[src/common/uart_defs.svh]
////////////////////////////////////////////////////////////
// UART peripheral shared parameters
// Data, bit-period and FIFO fill counter widths
// FIFO depth and register map offsets
////////////////////////////////////////////////////////////

`ifndef UART_DEFS_SVH
`define UART_DEFS_SVH

`define UART_DW      8   // Character width
`define UART_RW      8   // Bit period counter width
`define UART_FIFO_SZ 16  // FIFO depth
`define UART_CW      5   // Fill counter width, clog2(depth)+1

// Register map, 6-bit offsets
`define UART_ADR_TX_DAT 6'h00  // TX data, write only
`define UART_ADR_TX_CNT 6'h04  // TX FIFO fill
`define UART_ADR_TX_BDR 6'h08  // TX bit period
`define UART_ADR_TX_IRQ 6'h10  // TX interrupt threshold
`define UART_ADR_RX_DAT 6'h20  // RX data, read pops
`define UART_ADR_RX_CNT 6'h24  // RX FIFO fill
`define UART_ADR_RX_BDR 6'h28  // RX bit period
`define UART_ADR_RX_SMP 6'h2C  // RX sample phase
`define UART_ADR_RX_IRQ 6'h30  // RX interrupt threshold

`endif

[src/common/uart_pkg.sv]
////////////////////////////////////////////////////////////
// UART peripheral package
// Width typedefs, bus request struct,
// deserializer state encoding
////////////////////////////////////////////////////////////

`include "uart_defs.svh"

package uart_pkg;

  typedef logic [`UART_DW-1:0] dat_t;  // One UART character
  typedef logic [`UART_RW-1:0] bdr_t;  // Bit period or sample phase, cycles minus one
  typedef logic [`UART_CW-1:0] cnt_t;  // FIFO fill or IRQ threshold
  typedef logic [6-1:0]        adr_t;  // Register offset
  typedef logic [32-1:0]       wrd_t;  // Bus data word

  // Host request, one transfer per cycle with vld high
  typedef struct packed {
    logic vld;  // Transfer request
    logic wen;  // Write enable, read when low
    adr_t adr;  // Register offset
    wrd_t wdt;  // Write data
  } bus_req_t;

  // Receiver FSM
  typedef enum logic [1:0] {
    IDLE,   // Line high, waiting for falling edge
    START,  // Checking start bit
    DATA,   // Shifting in data bits
    STOP    // Checking stop bit
  } des_state_t;

endpackage

[src/uart/uart_fifo.sv]
////////////////////////////////////////////////////////////
// UART synchronous FIFO
// Circular buffer, valid/ready on both sides,
// fill counter
////////////////////////////////////////////////////////////

`timescale 1ns/1ps

`include "uart_defs.svh"

module uart_fifo #(
  parameter int unsigned DEPTH = `UART_FIFO_SZ
)(
  input  logic           tcb,
  input  logic           rst,
  // Stream in
  input  logic           sti_vld,
  input  uart_pkg::dat_t sti_dat,
  output logic           sti_rdy,
  // Stream out
  output logic           sto_vld,
  output uart_pkg::dat_t sto_dat,
  input  logic           sto_rdy,
  // Fill level
  output uart_pkg::cnt_t cnt
);

  import uart_pkg::*;

  localparam int unsigned AW = $clog2(DEPTH);

  dat_t          mem [DEPTH];  // Storage
  logic [AW-1:0] wr_ptr, rd_ptr;
  logic          push, pop;

  assign sti_rdy = (cnt != cnt_t'(DEPTH));  // Not full
  assign sto_vld = (cnt != '0);             // Not empty
  assign sto_dat = mem[rd_ptr];
  assign push    = sti_vld & sti_rdy;
  assign pop     = sto_vld & sto_rdy;

  always_ff @(posedge tcb) begin
    if (push) mem[wr_ptr] <= sti_dat;
  end

  always_ff @(posedge tcb) begin
    if (rst) begin
      wr_ptr <= '0;
      rd_ptr <= '0;
      cnt    <= '0;
    end else begin
      if (push) wr_ptr <= (wr_ptr == AW'(DEPTH-1)) ? '0 : wr_ptr + 1'b1;  // Wrap at depth
      if (pop)  rd_ptr <= (rd_ptr == AW'(DEPTH-1)) ? '0 : rd_ptr + 1'b1;
      case ({push, pop})
        2'b10:   cnt <= cnt + 1'b1;
        2'b01:   cnt <= cnt - 1'b1;
        default: ;  // Idle or push and pop together
      endcase
    end
  end

  a_cnt_max: assert property (@(posedge tcb) disable iff (rst) cnt <= cnt_t'(DEPTH));

endmodule

[src/uart/uart_regs.sv]
////////////////////////////////////////////////////////////
// UART register bank
// Offset decoder, configuration registers,
// registered read data, TX push and RX pop strobes,
// interrupt level compare
////////////////////////////////////////////////////////////

`timescale 1ns/1ps

`include "uart_defs.svh"

module uart_regs (
  input  logic              tcb,
  input  logic              rst,
  // Register bus
  input  uart_pkg::bus_req_t bus_req,
  output uart_pkg::wrd_t    bus_rdt,  // Valid 1 cycle after a read
  // TX FIFO push
  output logic              tx_vld,
  output uart_pkg::dat_t    tx_dat,
  // RX FIFO pop
  output logic              rx_rdy,
  input  logic              rx_vld,
  input  uart_pkg::dat_t    rx_dat,
  // FIFO fill levels
  input  uart_pkg::cnt_t    tx_cnt,
  input  uart_pkg::cnt_t    rx_cnt,
  // Configuration
  output uart_pkg::bdr_t    tx_bdr,
  output uart_pkg::bdr_t    rx_bdr,
  output uart_pkg::bdr_t    rx_smp,
  // Interrupts
  output logic              irq_tx,
  output logic              irq_rx
);

  import uart_pkg::*;

  logic bus_rd, bus_wr;  // Decoded transfer direction
  cnt_t tx_thr, rx_thr;  // Interrupt thresholds
  wrd_t rdt_mux;         // Read data before the register

  assign bus_rd = bus_req.vld & ~bus_req.wen;
  assign bus_wr = bus_req.vld &  bus_req.wen;

////////////////////////////////////////////////////////////
// Stream strobes
////////////////////////////////////////////////////////////

  assign tx_vld = bus_wr & (bus_req.adr == `UART_ADR_TX_DAT);  // Dropped by FIFO when full
  assign tx_dat = bus_req.wdt[`UART_DW-1:0];
  assign rx_rdy = bus_rd & (bus_req.adr == `UART_ADR_RX_DAT);  // Pop on request cycle

////////////////////////////////////////////////////////////
// Configuration writes
////////////////////////////////////////////////////////////

  always_ff @(posedge tcb) begin
    if (rst) begin
      tx_bdr <= '0;
      tx_thr <= '0;
      rx_bdr <= '0;
      rx_smp <= '0;
      rx_thr <= '0;
    end else if (bus_wr) begin
      case (bus_req.adr)
        `UART_ADR_TX_BDR: tx_bdr <= bus_req.wdt[`UART_RW-1:0];
        `UART_ADR_TX_IRQ: tx_thr <= bus_req.wdt[`UART_CW-1:0];
        `UART_ADR_RX_BDR: rx_bdr <= bus_req.wdt[`UART_RW-1:0];
        `UART_ADR_RX_SMP: rx_smp <= bus_req.wdt[`UART_RW-1:0];
        `UART_ADR_RX_IRQ: rx_thr <= bus_req.wdt[`UART_CW-1:0];
        default: ;  // TX data handled by strobe, rest read only
      endcase
    end
  end

////////////////////////////////////////////////////////////
// Read path
////////////////////////////////////////////////////////////

  always_comb begin
    case (bus_req.adr)
      `UART_ADR_TX_CNT: rdt_mux = wrd_t'(tx_cnt);
      `UART_ADR_TX_BDR: rdt_mux = wrd_t'(tx_bdr);
      `UART_ADR_TX_IRQ: rdt_mux = wrd_t'(tx_thr);
      `UART_ADR_RX_DAT: rdt_mux = rx_vld ? wrd_t'(rx_dat) : '0;  // Empty reads zero
      `UART_ADR_RX_CNT: rdt_mux = wrd_t'(rx_cnt);
      `UART_ADR_RX_BDR: rdt_mux = wrd_t'(rx_bdr);
      `UART_ADR_RX_SMP: rdt_mux = wrd_t'(rx_smp);
      `UART_ADR_RX_IRQ: rdt_mux = wrd_t'(rx_thr);
      default:          rdt_mux = '0;  // TX data and holes
    endcase
  end

  // Held until the next read
  always_ff @(posedge tcb) begin
    if (rst) begin
      bus_rdt <= '0;
    end else if (bus_rd) begin
      bus_rdt <= rdt_mux;
    end
  end

  // Level interrupts
  assign irq_tx = (tx_cnt < tx_thr);  // TX running low
  assign irq_rx = (rx_cnt > rx_thr);  // RX data waiting

  // A pop request that finds no data only while the RX FIFO is truly empty
  a_rx_pop_empty: assert property (@(posedge tcb) disable iff (rst)
    (rx_rdy && !rx_vld) |-> (rx_cnt == '0));

endmodule

[src/uart/uart_ser.sv]
////////////////////////////////////////////////////////////
// UART serializer
// Start bit, data LSB first, one stop bit
////////////////////////////////////////////////////////////

`timescale 1ns/1ps

`include "uart_defs.svh"

module uart_ser (
  input  logic           tcb,
  input  logic           rst,
  input  uart_pkg::bdr_t cfg_bdr,  // Bit period minus one
  // Byte stream
  input  logic           str_vld,
  input  uart_pkg::dat_t str_dat,
  output logic           str_rdy,
  // Serial line
  output logic           txd
);

  import uart_pkg::*;

  localparam int unsigned FW = `UART_DW + 2;  // Frame length in bits
  localparam int unsigned IW = $clog2(FW);

  logic          busy;
  bdr_t          cnt;  // Cycles into current bit
  logic [IW-1:0] idx;  // Bit index in frame
  logic [FW-1:0] shr;  // Frame shifter, LSB on the line

  assign str_rdy = ~busy;
  assign txd     = shr[0];

  always_ff @(posedge tcb) begin
    if (rst) begin
      busy <= 1'b0;
      cnt  <= '0;
      idx  <= '0;
      shr  <= '1;  // Line idles high
    end else if (str_vld && str_rdy) begin
      busy <= 1'b1;
      cnt  <= '0;
      idx  <= '0;
      shr  <= {1'b1, str_dat, 1'b0};  // Stop, data, start
    end else if (busy) begin
      if (cnt == cfg_bdr) begin
        cnt <= '0;
        shr <= {1'b1, shr[FW-1:1]};  // Ones fill behind the frame
        idx <= idx + 1'b1;
        if (idx == IW'(FW-1)) busy <= 1'b0;  // Stop bit done
      end else begin
        cnt <= cnt + 1'b1;
      end
    end
  end

  a_idle_high: assert property (@(posedge tcb) disable iff (rst) !busy |-> txd);

endmodule

[src/uart/uart_des.sv]
////////////////////////////////////////////////////////////
// UART deserializer
// Input synchronizer, start edge detect,
// sampling at programmed phase, byte output
////////////////////////////////////////////////////////////

`timescale 1ns/1ps

`include "uart_defs.svh"

module uart_des (
  input  logic           tcb,
  input  logic           rst,
  input  uart_pkg::bdr_t cfg_bdr,  // Bit period minus one
  input  uart_pkg::bdr_t cfg_smp,  // Sample phase within a bit
  input  logic           rxd,
  // Byte stream, no backpressure
  output logic           str_vld,
  output uart_pkg::dat_t str_dat
);

  import uart_pkg::*;

  localparam int unsigned IW = $clog2(`UART_DW);

  logic [1:0]    rxd_sync;  // Two-flop synchronizer
  logic          rxd_dly;   // For edge detect
  logic          rxd_s;
  logic          fall, smp, bit_end;
  des_state_t    state;
  bdr_t          cnt;       // Cycles into current bit
  logic [IW-1:0] idx;       // Data bit index
  dat_t          shr;

  assign rxd_s   = rxd_sync[1];
  assign fall    = rxd_dly & ~rxd_s;
  assign smp     = (cnt == cfg_smp);
  assign bit_end = (cnt == cfg_bdr);
  assign str_dat = shr;

  always_ff @(posedge tcb) begin
    if (rst) begin
      rxd_sync <= 2'b11;
      rxd_dly  <= 1'b1;
      state    <= IDLE;
      cnt      <= '0;
      idx      <= '0;
      str_vld  <= 1'b0;
    end else begin
      rxd_sync <= {rxd_sync[0], rxd};
      rxd_dly  <= rxd_s;
      str_vld  <= 1'b0;
      cnt      <= (state == IDLE || bit_end) ? '0 : cnt + 1'b1;
      case (state)
        IDLE:  if (fall) state <= START;
        START: begin
          if (smp && rxd_s) begin
            state <= IDLE;  // Glitch, not a start bit
          end else if (bit_end) begin
            state <= DATA;
            idx   <= '0;
          end
        end
        DATA: begin
          if (bit_end) begin
            idx <= idx + 1'b1;
            if (idx == IW'(`UART_DW-1)) state <= STOP;
          end
        end
        STOP: begin
          if (smp) begin
            str_vld <= rxd_s;  // Framing error drops the byte
            state   <= IDLE;   // Early exit to catch next start
          end
        end
        default: state <= IDLE;
      endcase
    end
  end

  // Data shifter, LSB arrives first
  always_ff @(posedge tcb) begin
    if (state == DATA && smp) shr <= {rxd_s, shr[`UART_DW-1:1]};
  end

  a_vld_pulse: assert property (@(posedge tcb) disable iff (rst) str_vld |=> !str_vld);

endmodule

[src/hdl/uart_top.sv]
////////////////////////////////////////////////////////////
// UART peripheral top level
// Register bank, TX and RX FIFOs,
// serializer and deserializer
////////////////////////////////////////////////////////////

`timescale 1ns/1ps

module uart_top (
  input  logic              tcb,
  input  logic              rst,
  // Register bus
  input  uart_pkg::bus_req_t bus_req,
  output uart_pkg::wrd_t    bus_rdt,
  // Serial line
  input  logic              uart_rxd,
  output logic              uart_txd,
  // Interrupts
  output logic              irq_tx,
  output logic              irq_rx
);

  import uart_pkg::*;

  logic tx_bus_vld, tx_str_vld, tx_str_rdy;  // TX path
  dat_t tx_bus_dat, tx_str_dat;
  logic rx_bus_vld, rx_bus_rdy, rx_str_vld;  // RX path
  dat_t rx_bus_dat, rx_str_dat;
  cnt_t tx_cnt, rx_cnt;
  bdr_t tx_bdr, rx_bdr, rx_smp;

  uart_regs regs (
    .tcb, .rst, .bus_req, .bus_rdt,
    .tx_vld (tx_bus_vld), .tx_dat (tx_bus_dat),
    .rx_rdy (rx_bus_rdy), .rx_vld (rx_bus_vld), .rx_dat (rx_bus_dat),
    .tx_cnt, .rx_cnt, .tx_bdr, .rx_bdr, .rx_smp,
    .irq_tx, .irq_rx
  );

  // Full FIFO drops host writes
  uart_fifo tx_fifo (
    .tcb, .rst,
    .sti_vld (tx_bus_vld), .sti_dat (tx_bus_dat), .sti_rdy (),
    .sto_vld (tx_str_vld), .sto_dat (tx_str_dat), .sto_rdy (tx_str_rdy),
    .cnt     (tx_cnt)
  );

  uart_ser tx_ser (
    .tcb, .rst, .cfg_bdr (tx_bdr),
    .str_vld (tx_str_vld), .str_dat (tx_str_dat), .str_rdy (tx_str_rdy),
    .txd     (uart_txd)
  );

  // Full FIFO drops received bytes
  uart_fifo rx_fifo (
    .tcb, .rst,
    .sti_vld (rx_str_vld), .sti_dat (rx_str_dat), .sti_rdy (),
    .sto_vld (rx_bus_vld), .sto_dat (rx_bus_dat), .sto_rdy (rx_bus_rdy),
    .cnt     (rx_cnt)
  );

  uart_des rx_des (
    .tcb, .rst, .cfg_bdr (rx_bdr), .cfg_smp (rx_smp),
    .rxd     (uart_rxd),
    .str_vld (rx_str_vld), .str_dat (rx_str_dat)
  );

endmodule

[config.mk]
export PLATFORM = sky130hd
export DESIGN_NAME = uart_top
export DESIGN_NICKNAME = d
export VERILOG_FILES = /design/src/common/uart_pkg.sv /design/src/uart/uart_fifo.sv /design/src/uart/uart_regs.sv /design/src/uart/uart_ser.sv /design/src/uart/uart_des.sv /design/src/hdl/uart_top.sv
export VERILOG_INCLUDE_DIRS = /design/src /design/src/common
export SDC_FILE = /design/constraint.sdc
export NUM_CORES = 1
export LEC_CHECK = 0
export ABC_AREA = 1
export BUFFER_PORTS_ARGS = -buffer_cell sky130_fd_sc_hd__buf_2
export CORE_ASPECT_RATIO = 1.4
export CORE_MARGIN = 3
export CORE_UTILIZATION = 48
export CTS_BUF_LIST = sky130_fd_sc_hd__clkbuf_4 sky130_fd_sc_hd__clkbuf_8
export DETAILED_ROUTE_END_ITERATION = 12
export SYNTH_ARGS = -nofsm -noshare
export SYNTH_HDL_FRONTEND = slang
export SYNTH_SLANG_ARGS = --single-unit
[constraint.sdc]
create_clock -name tcb -period 6.35 [get_ports tcb]
set_input_delay 0.3175 -clock tcb [delete_from_list [all_inputs] [get_ports tcb]]
set_output_delay 0.3175 -clock tcb [all_outputs]
set_load 0.02 [all_outputs]
==> results.toml <==
[yosys]
synth_edf_count = 264
synthArstFlopShare_pct = 0
syn_avg_cell_area_um2 = 9.967
synth_area_um2 = 16570
synth_flop_cell = "edfxtp_1"
ys_top_cells_by_count = "264 x edfxtp_1, 248 x nand2_1, 202 x nor2_1, 185 x inv_1, 154 x o21ai_0"
synth-seq-cells = 379
yosys.area.top_type = "edfxtp_1"
synthMostInstantiatedCell = "edfxtp_1"
synth_cells = 1662
ys_types = 50
yosys.area.top_type_share_pct = 47.85
yosysSeqAreaShare_pct = 61.75
netlist_top_cells_area = "edfxtp_1 48%, dfxtp_1 14%, nand2_1 5.6%"
yosysWarnings = 0

[timing]
finalCritPeriodShare_pct = 45.76
hold_ws_ps = 83.47
fmax_mhz = 344.1
finalClockSkew_ps = 24.30
hold_viol = 0
grt_setup_unrepaired = "false"
finalCriticalPeriod_ps = 2906
slew_violations = 0
setup_viol = 0
tightest_slew_ps = 923.1
fin_ws_ps = 3444
setup-tns-final_ps = 0
maxSlewHeadroom_pct = 38.23

[setup_path]
worstSetupEndpoint = "tx_fifo.cnt[4]"
crit_path_start = "tx_fifo.cnt[2]"
cp_slowest_stage_delay_ps = 440
slowest_stage = "dfxtp_1"
r2r_start = "tx_fifo.cnt[2]"
path_max_fanout = 14
crit_cells = 15
worst_r2r_endpoint = "tx_fifo.cnt[4]"
crit_chain = "inv_1, nand4_1, nand2_1, inv_1, ha_1, xor2_1, ha_1, inv_1, nand2_1, nand2_1, o21ai_0, a21oi_1, o21ai_0, o21ai_0, a21oi_1"
path_buf_inv = 3
r2r_setup_slack_ps = 3440
start_kind = "register"
crit_required_ps = 6880
critPathTopFamily = "compound AO/OA/AOI/OAI gates"
reg2reg_depth = 15
arrival_ps = 3430
worstSetupPathType = "reg -> reg"
end_kind = "register"

[finish]
area_growth_pct = 9.637
nNetsFinal = 1768
nFillCells = 3033
diodes = 0
final_cell_area_um2 = 18160
utilization_pct = 54.04
fin_cells = 2188
drive_above_1_share_pct = 9.868

[place]
place_inst = 2079
port_buffers = 29
dpl_worst_slack_ps = 3344
place_congestion = 0.8583
post-dp-hpwl_mm = 24.86
place_area_um2 = 16970

[pwr]
leakage_nw = 6.641
powerDensity_nw_per_um2 = 314.2
power.total_mw = 5.707
ir_worst_vdd_uv = 349.0

[grt]
globalRouteTotalUtil_pct = 20.51
grt_pass1_wl_mm = 59.12
antenna_found_initial = 0
grt_pass1_vias = 11277
grt_start_max_net_pins = 74
grt_remaining_overflow = 0

[die]
die_w_um = 163.0
coreArea_um2 = 33610
die_area_um2 = 36810
initial_core_util_pct = 49.29
fp.dieH_um = 225.8
num_rows = 79
ios = 78

[worst_hold_path]
holdPathStages = 4
hp-class = "in -> reg"

[drt]
wirelength_mm = 37.61
drtIter0Drc = 661
via_count = 11504
wire_per_inst_um = 17.19
postRouteAntennaNets = 0
drtPass1Iterations = 5
via_per_inst = 5.258
drc_errors = 0

[clock_network]
clkSinkCount = 379
clk_pin_slew_ps = 60
cts-htree-levels = 2
numCtsBuffers = 57
cts_tree = "built"
cts_resized = 0
cts_root_buffer = "clkbuf_8"
clk_path_buf_depth = 3
clkLatencyLatePin_ps = 600

[run]
maxCapViolCount = 0

[run_status]
run_status = "finished clean"
==> cell usage in the layout (no fill, tap or decap), types with 61 or more instances in the layout <==
master and instances:
clkbuf_8 64, nand3_1 87, inv_1 185, nand2_1 248, edfxtp_1 264, dfxtp_1 111, a21oi_1 113, o211ai_1 61
nor2_1 202, o21ai_0 154
==> cell type report <==
cell class,instances,area [um2],area share (%)
clock buffers,86,1046,5.759
clock inverters,22,141.4,0.7785
inverters,191,718.2,3.954
multi-input cells,1026,5240,28.85
flip-flops and latches,379,10240,56.37
well taps,445,556.8,3.066
repair buffers,39,222.7,1.226
==> kinds of logic (layout without fill, tap and decap cells) <==
family                   Yosys count  in the layout  share of synthesized area [%]
adder cells (fa/ha/maj)           31             31                          2.341
flip-flops                       379            379                          61.75
other                              1             24                        0.02264
XOR/XNOR                          25             25                          1.322
AO/OA/AOI/OAI                    364            364                          12.47
multiplexers                       1              1                        0.06043
AND/OR/NAND/NOR                  581            581                          14.89
buffers and inverters            280            338                          7.137
==> metal layers <==
layer	part of all wire, %	GRT usage, %	vias up
met4	4.3	9.282	0
met2	53	38.27	278
met1	39	22.95	5438
met5	0	0	-
met3	3.8	2.954	87
li1	-	-	5701
==> state kept, by name (all words and copies together), names as in the netlist, 4 cells and up, named ones only <==
signal	count
rx_fifo.mem	128
tx_fifo.mem	128
tx_ser.shr	9
regs.bus_rdt	8
regs.rx_bdr	8
regs.rx_smp	8
regs.tx_bdr	8
rx_des.cnt	8
rx_des.str_dat	8
tx_ser.cnt	8
regs.rx_thr	5
regs.tx_thr	5
rx_fifo.cnt	5
tx_fifo.cnt	5
rx_fifo.rd_ptr	4
rx_fifo.wr_ptr	4
tx_fifo.rd_ptr	4
tx_fifo.wr_ptr	4
tx_ser.idx	4
==> repair_timing <==
action,in CTS,in global routing
setup buffers,0,0
hold endpoints to repair,1,0
hold buffers,1,0
==> how the worst min path moves through the flow <==
stage / startpoint / endpoint
after floorplan: rx_des.rxd_sync[0] / rx_des.rxd_sync[1]
after global placement: rx_des.rxd_sync[0] / rx_des.rxd_sync[1]
after detailed placement: rx_des.rxd_sync[0] / rx_des.rxd_sync[1]
after CTS: bus_req[38] / regs.bus_rdt[7]
after global routing: bus_req[38] / regs.bus_rdt[6]
final: bus_req[38] / regs.bus_rdt[7]
==> power by group <==
| part | leakage (nW) | internal (mW) | switching, mW |
|---|---|---|---|
| sequential | 3.31 | 2.69 | 0.0536 |
| combinational | 2.70 | 0.276 | 0.661 |
| clock | 0.640 | 1.10 | 0.926 |
==> worst min-delay path, stage by stage <==
cell and delay [ps]:
buf_2 90, nor2_2 90, nand2_1 80, a21oi_1 50
Power figures use the tool's default switching activity.
